==> src/logic/thread_pkg.sv <==
package thread_pkg;

  // Hardware threads sharing the cluster in round robin
  localparam int NUM_SLICES = 4;
  localparam int SLICE_W    = $clog2(NUM_SLICES);

  typedef logic [SLICE_W-1:0] slice_t;

  // Registers per slice
  localparam int NUM_REGS = 8;
  localparam int REG_W    = $clog2(NUM_REGS);

  typedef logic [REG_W-1:0] reg_idx_t;

endpackage

==> src/logic/isa_pkg.sv <==
package isa_pkg;

  // Raw input word; bit 31 picks immediate prefix or operation
  typedef logic [31:0] word_t;

  localparam int IMM_BIT = 31;
  localparam int IMM_W   = 28;
  localparam int OP_W    = 15;

  typedef logic [IMM_W-1:0] imm_t;

  // 15-bit operation layout
  typedef struct packed {
    logic       imm_form;
    logic [4:0] opcode;
    logic [2:0] ra;
    logic [2:0] rb;
    logic [2:0] rc;
  } op_word_t;

  // Register class in 0x00..0x05, bit class in 0x10..0x17
  typedef enum logic [4:0] {
    OP_OR   = 5'h00,
    OP_XOR  = 5'h01,
    OP_CMP  = 5'h02,
    OP_ADD  = 5'h03,
    OP_SUB  = 5'h04,
    OP_AND  = 5'h05,
    OP_BSET = 5'h10,
    OP_BCLR = 5'h11,
    OP_SUBI = 5'h12,
    OP_ADDI = 5'h13,
    OP_SHL  = 5'h14,
    OP_SHR  = 5'h15,
    OP_ASR  = 5'h16,
    OP_SEXT = 5'h17
  } au_op_e;

  // Bit-class amount taken from register rb when this bit is set
  localparam logic [4:0] OP_REG_AMT  = 5'h08;
  // Immediate form only keeps the low four opcode bits
  localparam logic [4:0] OP_IMM_MASK = 5'h0F;

  typedef logic [3:0] flags_t;

  localparam int FLG_ZERO  = 0;
  localparam int FLG_NEG   = 1;
  localparam int FLG_SOVFL = 2;
  localparam int FLG_UOVFL = 3;

endpackage
==> src/logic/wb_if.sv <==
`timescale 1ns/1ps

interface wb_if;
  import isa_pkg::*;
  import thread_pkg::*;

  // vld on every completion, wr only when the register is written
  logic        vld;
  logic        wr;
  slice_t      slice;
  reg_idx_t    sel;
  logic [31:0] data;
  flags_t      flags;

  modport unit (
    output vld,
    output wr,
    output slice,
    output sel,
    output data,
    output flags
  );

  modport sink (
    input vld,
    input wr,
    input slice,
    input sel,
    input data,
    input flags
  );

endinterface

==> src/logic/issue_if.sv <==
`timescale 1ns/1ps

interface issue_if;
  import isa_pkg::*;
  import thread_pkg::*;

  // Slot owner is always the current slice
  slice_t   slice;
  logic     op_vld;
  op_word_t op;
  logic     imm_vld;
  imm_t     imm;

  modport sequencer (
    output slice,
    output op_vld,
    output op,
    output imm_vld,
    output imm
  );

  modport unit (
    input slice,
    input op_vld,
    input op,
    input imm_vld,
    input imm
  );

endinterface

==> src/logic/exec_cluster_top.sv <==
`timescale 1ns/1ps

module exec_cluster_top #(
  parameter int BUF_DEPTH = 2
) (
  input  logic                 CLK,
  input  logic                 RST,
  input  logic                 in_vld,
  input  thread_pkg::slice_t   in_slice,
  input  isa_pkg::word_t       in_word,
  output logic                 crd_vld,
  output thread_pkg::slice_t   crd_slice,
  output logic                 res_vld,
  output thread_pkg::slice_t   res_slice,
  output logic                 res_wr,
  output thread_pkg::reg_idx_t res_sel,
  output logic [31:0]          res_data,
  output isa_pkg::flags_t      res_flags
);
  import thread_pkg::*;

  reg_idx_t    ra_sel;
  reg_idx_t    rb_sel;
  logic [31:0] ra_data;
  logic [31:0] rb_data;

  issue_if iss ();
  wb_if    wb ();

  slice_sequencer #(
    .BUF_DEPTH (BUF_DEPTH)
  ) u_seq (
    .CLK       (CLK),
    .RST       (RST),
    .in_vld    (in_vld),
    .in_slice  (in_slice),
    .in_word   (in_word),
    .crd_vld   (crd_vld),
    .crd_slice (crd_slice),
    .iss       (iss.sequencer)
  );

  // Register reads follow the issuing slice
  reg_file u_rf (
    .CLK      (CLK),
    .RST      (RST),
    .rd_slice (iss.slice),
    .ra_sel   (ra_sel),
    .rb_sel   (rb_sel),
    .ra       (ra_data),
    .rb       (rb_data),
    .wb       (wb.sink)
  );

  arith_unit u_au (
    .CLK    (CLK),
    .RST    (RST),
    .iss    (iss.unit),
    .ra_sel (ra_sel),
    .rb_sel (rb_sel),
    .ra     (ra_data),
    .rb     (rb_data),
    .wb     (wb.unit)
  );

  // Completion report
  assign res_vld   = wb.vld;
  assign res_slice = wb.slice;
  assign res_wr    = wb.wr;
  assign res_sel   = wb.sel;
  assign res_data  = wb.data;
  assign res_flags = wb.flags;

endmodule

==> src/logic/arith_unit.sv <==
`timescale 1ns/1ps

module arith_unit (
  input  logic                 CLK,
  input  logic                 RST,
  issue_if.unit                iss,
  output thread_pkg::reg_idx_t ra_sel,
  output thread_pkg::reg_idx_t rb_sel,
  input  logic [31:0]          ra,
  input  logic [31:0]          rb,
  wb_if.unit                   wb
);
  import isa_pkg::*;
  import thread_pkg::*;

  imm_t        imm_hold [NUM_SLICES];
  flags_t      flag_q   [NUM_SLICES];
  op_word_t    op;
  logic [4:0]  opc;
  logic [31:0] imm_b;

  // Stage one
  logic        s1_vld;
  au_op_e      s1_op;
  logic [31:0] s1_a;
  logic [31:0] s1_b;
  logic [2:0]  s1_amt;
  reg_idx_t    s1_rc;
  slice_t      s1_slice;

  // Stage two
  logic        s2_vld;
  logic        s2_wr;
  logic [31:0] s2_data;
  flags_t      s2_flags;
  reg_idx_t    s2_rc;
  slice_t      s2_slice;

  // Stage two combinational
  logic [31:0] add_b;
  logic [32:0] sum;
  logic [32:0] diff;
  logic [31:0] bit_mask;
  logic [31:0] result;
  logic        is_arith;
  logic        ovf_s;
  logic        ovf_u;
  flags_t      new_flags;

  // Immediate prefix per slice
  always_ff @(posedge CLK or posedge RST)
  begin
    if (RST)
    begin
      for (int s = 0; s < NUM_SLICES; s++)
        imm_hold[s] <= '0;
    end
    else if (iss.imm_vld)
    begin
      imm_hold[iss.slice] <= iss.imm;
    end
  end

  // Decode
  assign op     = iss.op;
  assign opc    = op.imm_form ? (op.opcode & OP_IMM_MASK) : op.opcode;
  assign imm_b  = {imm_hold[iss.slice], op.opcode[4], op.rb};
  assign ra_sel = op.ra;
  assign rb_sel = op.rb;

  always_ff @(posedge CLK)
  begin
    if (iss.op_vld)
    begin
      s1_a     <= ra;
      s1_b     <= op.imm_form ? imm_b : rb;
      // Bit class with 0x08 set takes its amount from register rb
      s1_amt   <= (opc[4] && opc[3]) ? rb[2:0] : op.rb;
      s1_op    <= au_op_e'(opc[4] ? (opc & ~OP_REG_AMT) : opc);
      s1_rc    <= op.rc;
      s1_slice <= iss.slice;
    end
  end

  always_comb
  begin
    add_b     = ((s1_op == OP_ADDI) || (s1_op == OP_SUBI)) ? {29'd0, s1_amt} : s1_b;
    sum       = {1'b0, s1_a} + {1'b0, add_b};
    diff      = {1'b0, s1_a} - {1'b0, add_b};
    bit_mask  = 32'd1 << s1_amt;
    is_arith  = 1'b0;
    ovf_s     = 1'b0;
    ovf_u     = 1'b0;
    case (s1_op)
      OP_OR:   result = s1_a | s1_b;
      OP_XOR:  result = s1_a ^ s1_b;
      OP_AND:  result = s1_a & s1_b;
      OP_ADD, OP_ADDI:
      begin
        result   = sum[31:0];
        is_arith = 1'b1;
        ovf_u    = sum[32];
        ovf_s    = (s1_a[31] == add_b[31]) && (sum[31] != s1_a[31]);
      end
      OP_SUB, OP_SUBI, OP_CMP:
      begin
        result   = diff[31:0];
        is_arith = 1'b1;
        // Top bit of the wide difference is the borrow
        ovf_u    = diff[32];
        ovf_s    = (s1_a[31] != add_b[31]) && (diff[31] != s1_a[31]);
      end
      OP_BSET: result = s1_a | bit_mask;
      OP_BCLR: result = s1_a & ~bit_mask;
      OP_SHL:  result = s1_a << s1_amt;
      OP_SHR:  result = s1_a >> s1_amt;
      OP_ASR:  result = $signed(s1_a) >>> s1_amt;
      OP_SEXT:
      begin
        case (s1_amt[1:0])
          2'd0:    result = {32{s1_a[0]}};
          2'd1:    result = {{24{s1_a[7]}}, s1_a[7:0]};
          2'd2:    result = {{16{s1_a[15]}}, s1_a[15:0]};
          default: result = {{8{s1_a[23]}}, s1_a[23:0]};
        endcase
      end
      default: result = 32'd0;
    endcase

    // Overflow bits hold their old value unless an add or subtract ran
    new_flags = flag_q[s1_slice];
    new_flags[FLG_ZERO] = (result == 32'd0);
    new_flags[FLG_NEG]  = result[31];
    if (is_arith)
    begin
      new_flags[FLG_SOVFL] = ovf_s;
      new_flags[FLG_UOVFL] = ovf_u;
    end
  end

  always_ff @(posedge CLK)
  begin
    if (s1_vld)
    begin
      s2_data  <= result;
      s2_flags <= new_flags;
      s2_rc    <= s1_rc;
      s2_slice <= s1_slice;
    end
  end

  always_ff @(posedge CLK or posedge RST)
  begin
    if (RST)
    begin
      s1_vld <= 1'b0;
      s2_vld <= 1'b0;
      s2_wr  <= 1'b0;
    end
    else
    begin
      s1_vld <= iss.op_vld;
      s2_vld <= s1_vld;
      // Compare only reports flags
      s2_wr  <= s1_vld && (s1_op != OP_CMP);
    end
  end

  // Flags land in the slice register with the result
  always_ff @(posedge CLK or posedge RST)
  begin
    if (RST)
    begin
      for (int s = 0; s < NUM_SLICES; s++)
        flag_q[s] <= '0;
    end
    else if (s2_vld)
    begin
      flag_q[s2_slice] <= s2_flags;
    end
  end

  assign wb.vld   = s2_vld;
  assign wb.wr    = s2_wr;
  assign wb.slice = s2_slice;
  assign wb.sel   = s2_rc;
  assign wb.data  = s2_data;
  assign wb.flags = s2_flags;

  a_wb_latency: assert property (@(posedge CLK) disable iff (RST)
    iss.op_vld |-> ##2 wb.vld);

  a_wb_source: assert property (@(posedge CLK) disable iff (RST)
    wb.vld |-> $past(iss.op_vld, 2));

endmodule

==> src/logic/reg_file.sv <==
`timescale 1ns/1ps

module reg_file (
  input  logic                 CLK,
  input  logic                 RST,
  input  thread_pkg::slice_t   rd_slice,
  input  thread_pkg::reg_idx_t ra_sel,
  input  thread_pkg::reg_idx_t rb_sel,
  output logic [31:0]          ra,
  output logic [31:0]          rb,
  wb_if.sink                   wb
);
  import thread_pkg::*;

  // One bank of registers per slice
  logic [31:0] regs [NUM_SLICES][NUM_REGS];

  always_ff @(posedge CLK or posedge RST)
  begin
    if (RST)
    begin
      for (int s = 0; s < NUM_SLICES; s++)
      begin
        for (int r = 0; r < NUM_REGS; r++)
          regs[s][r] <= '0;
      end
    end
    else if (wb.vld && wb.wr)
    begin
      regs[wb.slice][wb.sel] <= wb.data;
    end
  end

  // Reads for the issuing slice, same cycle
  assign ra = regs[rd_slice][ra_sel];
  assign rb = regs[rd_slice][rb_sel];

endmodule

==> src/logic/slice_sequencer.sv <==
`timescale 1ns/1ps

module slice_sequencer #(
  parameter int BUF_DEPTH = 2
) (
  input  logic               CLK,
  input  logic               RST,
  input  logic               in_vld,
  input  thread_pkg::slice_t in_slice,
  input  isa_pkg::word_t     in_word,
  output logic               crd_vld,
  output thread_pkg::slice_t crd_slice,
  issue_if.sequencer         iss
);
  import isa_pkg::*;
  import thread_pkg::*;

  localparam int PTR_W = (BUF_DEPTH > 1) ? $clog2(BUF_DEPTH) : 1;
  localparam int CNT_W = $clog2(BUF_DEPTH + 1);

  slice_t                cur_slice;
  word_t                 buf_mem [NUM_SLICES][BUF_DEPTH];
  logic [PTR_W-1:0]      wr_ptr  [NUM_SLICES];
  logic [PTR_W-1:0]      rd_ptr  [NUM_SLICES];
  logic [CNT_W-1:0]      fill    [NUM_SLICES];
  logic [NUM_SLICES-1:0] push;
  logic [NUM_SLICES-1:0] pop;
  logic                  head_vld;
  word_t                 head_word;

  function automatic logic [PTR_W-1:0] next_ptr(input logic [PTR_W-1:0] p);
    if (p == PTR_W'(BUF_DEPTH - 1))
      return '0;
    return p + 1'b1;
  endfunction

  // Free-running slot owner
  always_ff @(posedge CLK or posedge RST)
  begin
    if (RST)
      cur_slice <= '0;
    else
      cur_slice <= cur_slice + 1'b1;
  end

  // Head of the current slice's buffer
  assign head_vld  = (fill[cur_slice] != '0);
  assign head_word = buf_mem[cur_slice][rd_ptr[cur_slice]];

  always_comb
  begin
    for (int s = 0; s < NUM_SLICES; s++)
    begin
      push[s] = in_vld && (in_slice == slice_t'(s));
      pop[s]  = head_vld && (cur_slice == slice_t'(s));
    end
  end

  always_ff @(posedge CLK)
  begin
    if (in_vld)
      buf_mem[in_slice][wr_ptr[in_slice]] <= in_word;
  end

  always_ff @(posedge CLK or posedge RST)
  begin
    if (RST)
    begin
      for (int s = 0; s < NUM_SLICES; s++)
      begin
        wr_ptr[s] <= '0;
        rd_ptr[s] <= '0;
        fill[s]   <= '0;
      end
    end
    else
    begin
      for (int s = 0; s < NUM_SLICES; s++)
      begin
        if (push[s])
          wr_ptr[s] <= next_ptr(wr_ptr[s]);
        if (pop[s])
          rd_ptr[s] <= next_ptr(rd_ptr[s]);
        // Push and pop together leave the fill level alone
        if (push[s] && !pop[s])
          fill[s] <= fill[s] + 1'b1;
        else if (pop[s] && !push[s])
          fill[s] <= fill[s] - 1'b1;
      end
    end
  end

  // Split head word into an operation or an immediate slot
  assign iss.slice   = cur_slice;
  assign iss.op_vld  = head_vld && !head_word[IMM_BIT];
  assign iss.op      = head_word[OP_W-1:0];
  assign iss.imm_vld = head_vld && head_word[IMM_BIT];
  assign iss.imm     = head_word[IMM_W-1:0];

  // One credit back per issued word
  assign crd_vld   = head_vld;
  assign crd_slice = cur_slice;

  // Sender must hold a credit, so a full buffer never takes a write
  a_no_overflow: assert property (@(posedge CLK) disable iff (RST)
    in_vld |-> (fill[in_slice] != CNT_W'(BUF_DEPTH)));

  a_one_slot_kind: assert property (@(posedge CLK) disable iff (RST)
    $onehot0({iss.op_vld, iss.imm_vld}));

endmodule

==> config.mk <==
export PLATFORM = sky130hd
export DESIGN_NAME = exec_cluster_top
export DESIGN_NICKNAME = d
export VERILOG_FILES = /design/src/logic/thread_pkg.sv /design/src/logic/isa_pkg.sv /design/src/logic/wb_if.sv /design/src/logic/issue_if.sv /design/src/logic/exec_cluster_top.sv /design/src/logic/arith_unit.sv /design/src/logic/reg_file.sv /design/src/logic/slice_sequencer.sv
export SDC_FILE = /design/constraint.sdc
export NUM_CORES = 2
export LEC_CHECK = 0
export BUFFER_PORTS_ARGS = -buffer_cell sky130_fd_sc_hd__buf_2
export CAP_MARGIN = 15
export CORE_ASPECT_RATIO = 1.25
export CORE_MARGIN = 2
export CORE_UTILIZATION = 52
export DETAILED_ROUTE_END_ITERATION = 8
export PLACE_DENSITY = 0.68
export SYNTH_ARGS = -nofsm -noshare
export SYNTH_HDL_FRONTEND = slang
export SYNTH_SLANG_ARGS = --single-unit
==> constraint.sdc <==
create_clock -name CLK -period 95 [get_ports CLK]
set_clock_uncertainty 0.2 [all_clocks]
set_input_delay 4.75 -clock CLK [delete_from_list [all_inputs] [get_ports CLK]]
set_output_delay 4.75 -clock CLK [all_outputs]
set_load 0.05 [all_outputs]
==> metrics <==
outcome finished, final reports clean; Mapped Area 75740 µm²; Tcrit/Tclk final 0.09098; initial antenna violation count 5; clock-pin slew on the worst setup and hold paths 0.06 ns; fin worst setup slack 86.36 ns; DP HPWL 132700 µm; WL met1 87090 µm; worst hold path class register to register; die area 148700 µm²; actual slew at the worst max-slew pin 1.203 ns; Critical Path Sink Type asynchronous set/reset pin; Post-DRT Antenna Nets 0; CTS Root Cell clkbuf_16; crit path buf inv count 6; register area share after synthesis 0.5233; flops & latches, synth 1514; Final TNS setup 0 ns; DR pass1 iterations 5; CTS Buffer Depth 3; Synth Instances 5990; Placed Area 77920 µm²; Die Width 345.3 µm; Synth top area share 0.3849; Rel. slew slack 0.1980; synth cell count leaders 1165 x dfrtp_1, 1059 x mux2_2, 698 x nand2_1; Distinct cells, synth 90; Leak Pwr 0.03618 µW; unrepaired setup endpoints after global routing false; CTS resizes 0; nets@finish 5977; RD Place Congestion 0.9606; cell count of the worst reg-to-reg path 18; routed wl met2 104100 µm; CTS Buf Count 150; design area 83190 µm²; Post-CTS Setup Inserts 0; CP arrival 9.21 ns; first-pass GRT wire length 328400 µm; WL met3 16840 µm; worst hold path cell count 1; Hold Fails Final Rpt 0; syn nets 6110; Final min period 8.643 ns; CP dominant cell by count buf_12; worst path cell trace buf_2, inv_8, buf_12, buf_12, buf_12, buf_4; hold-fix buffers at CTS 0; via count 50990; area grow syn2layout 9.836%; mean area per synthesized cell 12.64 µm²; WL final 217400 µm; Final setup viols 0; I/O Pins 83; PortBufs 79; startpoint types primary input; top cells by area, synth dfrtp_1 38%, mux2_2 16%, edfxtp_1 14%; crit-path leading delay family buffers and inverters; Clock Latency Late Sink 0.80 ns; GRT Total Usage 0.2934; Post-synth EDFFs 349; grt ovf 0; FP Rows 156; DR top layer met4; drt drc 0; layout cells sized above 1 0.3278; critical path depth 6; Initial DRC Count 4968; CP peak stage delay 0.91 ns; async set-reset flop share out of synthesis 0.7695; vias in the first global route 51380; kind of critical path primary input to asynchronous set/reset pin; Yosys top cell by area dfrtp_1; Critical Path RT 95.57 ns; TritonCTS clock tree done; final slew viol count 0; count leader, synth dfrtp_1; DR vias/cell 6.469; Max Cap Viol 0; Starting Density 0.5236; Pwr per Cell Area 31.86 nW/µm²; critical path's slowest cell buf_4; maximum VDD drop 0.02395 mV; chip height 430.7 µm; post-place setup slack 85.54 ns; Yosys Warn Count 0; Fmax 115.7 MHz; total core area 144600 µm²; Most used DFF post-synth dfrtp_1; largest net degree at the start of global routing 206; H-tree levels 4; critical path fanouts, max 181; clk sinks 1514; routed length per instance 27.58 µm
cells by family after synthesis:
| kind of cell | after synthesis | share of synthesized area |
|---|---|---|
| buffers and inverters | 587 | 0.03030 |
| flip-flops | 1514 | 0.5233 |
| AND/OR/NAND/NOR | 1514 | 0.08896 |
| multiplexers | 1508 | 0.2756 |
| AO/OA/AOI/OAI | 739 | 0.06271 |
| adder cells (fa/ha/maj) | 83 | 0.01391 |
| XOR/XNOR | 45 | 0.005204 |
cell usage in the layout (no fill, tap or decap), types with 126 or more instances in the layout:
master | synthesis | layout
a21oi_1 | 259 | 259
clkbuf_16 | 0 | 155
dfrtp_1 | 1165 | 1162
edfxtp_1 | 349 | 349
mux2_2 | 1059 | 1059
mux4_2 | 356 | 356
nand2_1 | 698 | 678
nand3_1 | 262 | 261
nor2_1 | 295 | 274
o21ai_0 | 126 | 126
metrics by stage:
stage / std cells / util / power [µW] / hold WS, ns
2_1_floorplan: 5990 / - / 1705 / 0.2003
3_3_place_gp: 7589 / 0.5387 / 1992 / 0.2475
3_5_place_dp: 7590 / 0.5387 / 2023 / 0.2586
4_1_cts: 7868 / 0.5733 / 2628 / 0.2676
5_1_grt: 7880 / 0.5751 / 2784 / 0.2744
6_report: 7882 / 0.5752 / 2650 / 0.2663
worst reg2reg max path, stage by stage, from the launching register on:
cell      delay, ns
edfxtp_1       0.88
nand2b_1       0.28
nor2_1         0.46
nand2_1        0.10
buf_4          0.27
nand2_1        0.13
o21ai_0        0.15
ha_1           0.29
fa_1           0.44
a21oi_1        0.25
o21bai_1       0.11
a221o_1        0.33
a2111o_1       0.45
or4b_1         0.52
or4_1          0.59
or4b_1         0.63
or4_1          0.53
nor3b_1        0.39
nor4b_2        0.33
final timing paths:
path / start / endpoint / slack, ns
worst min register to register: u_seq.fill[1]$_DFFE_PP0P_ / u_seq.fill[1]$_DFFE_PP0P_ / 0.27
max in group CLK: u_seq.crd_slice[0]$_DFF_PP0_ / crd_vld / 87.37
worst max-delay path: RST / u_rf.regs[331]$_DFFE_PP0P_ / 86.36
worst max register to register: u_au.s1_op[1]$_DFFE_PP_ / u_au.wb.flags[0]$_DFFE_PP_ / 87.48
worst min-delay path: u_seq.fill[1]$_DFFE_PP0P_ / u_seq.fill[1]$_DFFE_PP0P_ / 0.27
min in group asynchronous: RST / u_au.imm_hold[47]$_DFFE_PP0P_ / 4.00
sequential cells by signal, summed over array words and instances, names as in the netlist, 3 cells and up:
name           count
u_au.s1_b         32
u_au.s1_rc         3
u_au.flag_q        8
u_seq.buf_mem    232
u_au.s1_a         32
u_seq.rd_ptr       4
u_au.wb.sel        3
u_au.s1_op         5
u_au.s1_amt        3
u_au.wb.flags      4
u_rf.regs       1024
u_seq.fill         8
u_au.wb.data      31
u_seq.wr_ptr       4
u_au.imm_hold    112
layer usage:
layer / global-route usage / up-vias
li1: - / 21810
met1: 0.3855 / 26520
met2: 0.4754 / 2123
met3: 0.06014 / 538
met4: 0.1267 / 0
met5: 0 / -
power by group:
group,internal (µW),switching (µW)
clock network,341,260
registers,880,156
logic,404,610
total,1620,1030
final cells by class:
type	count	area, µm²
diodes	3	7.507
clock buffers	222	4394
clock inverters	56	605.6
fillers	11460	61450
inverters	82	315.3
multi-input cells	3889	34130
flip-flops and latches	1514	39640
well taps	1896	2372
repair buffers	220	1715
No activity file was read; power rests on OpenSTA's default activity.
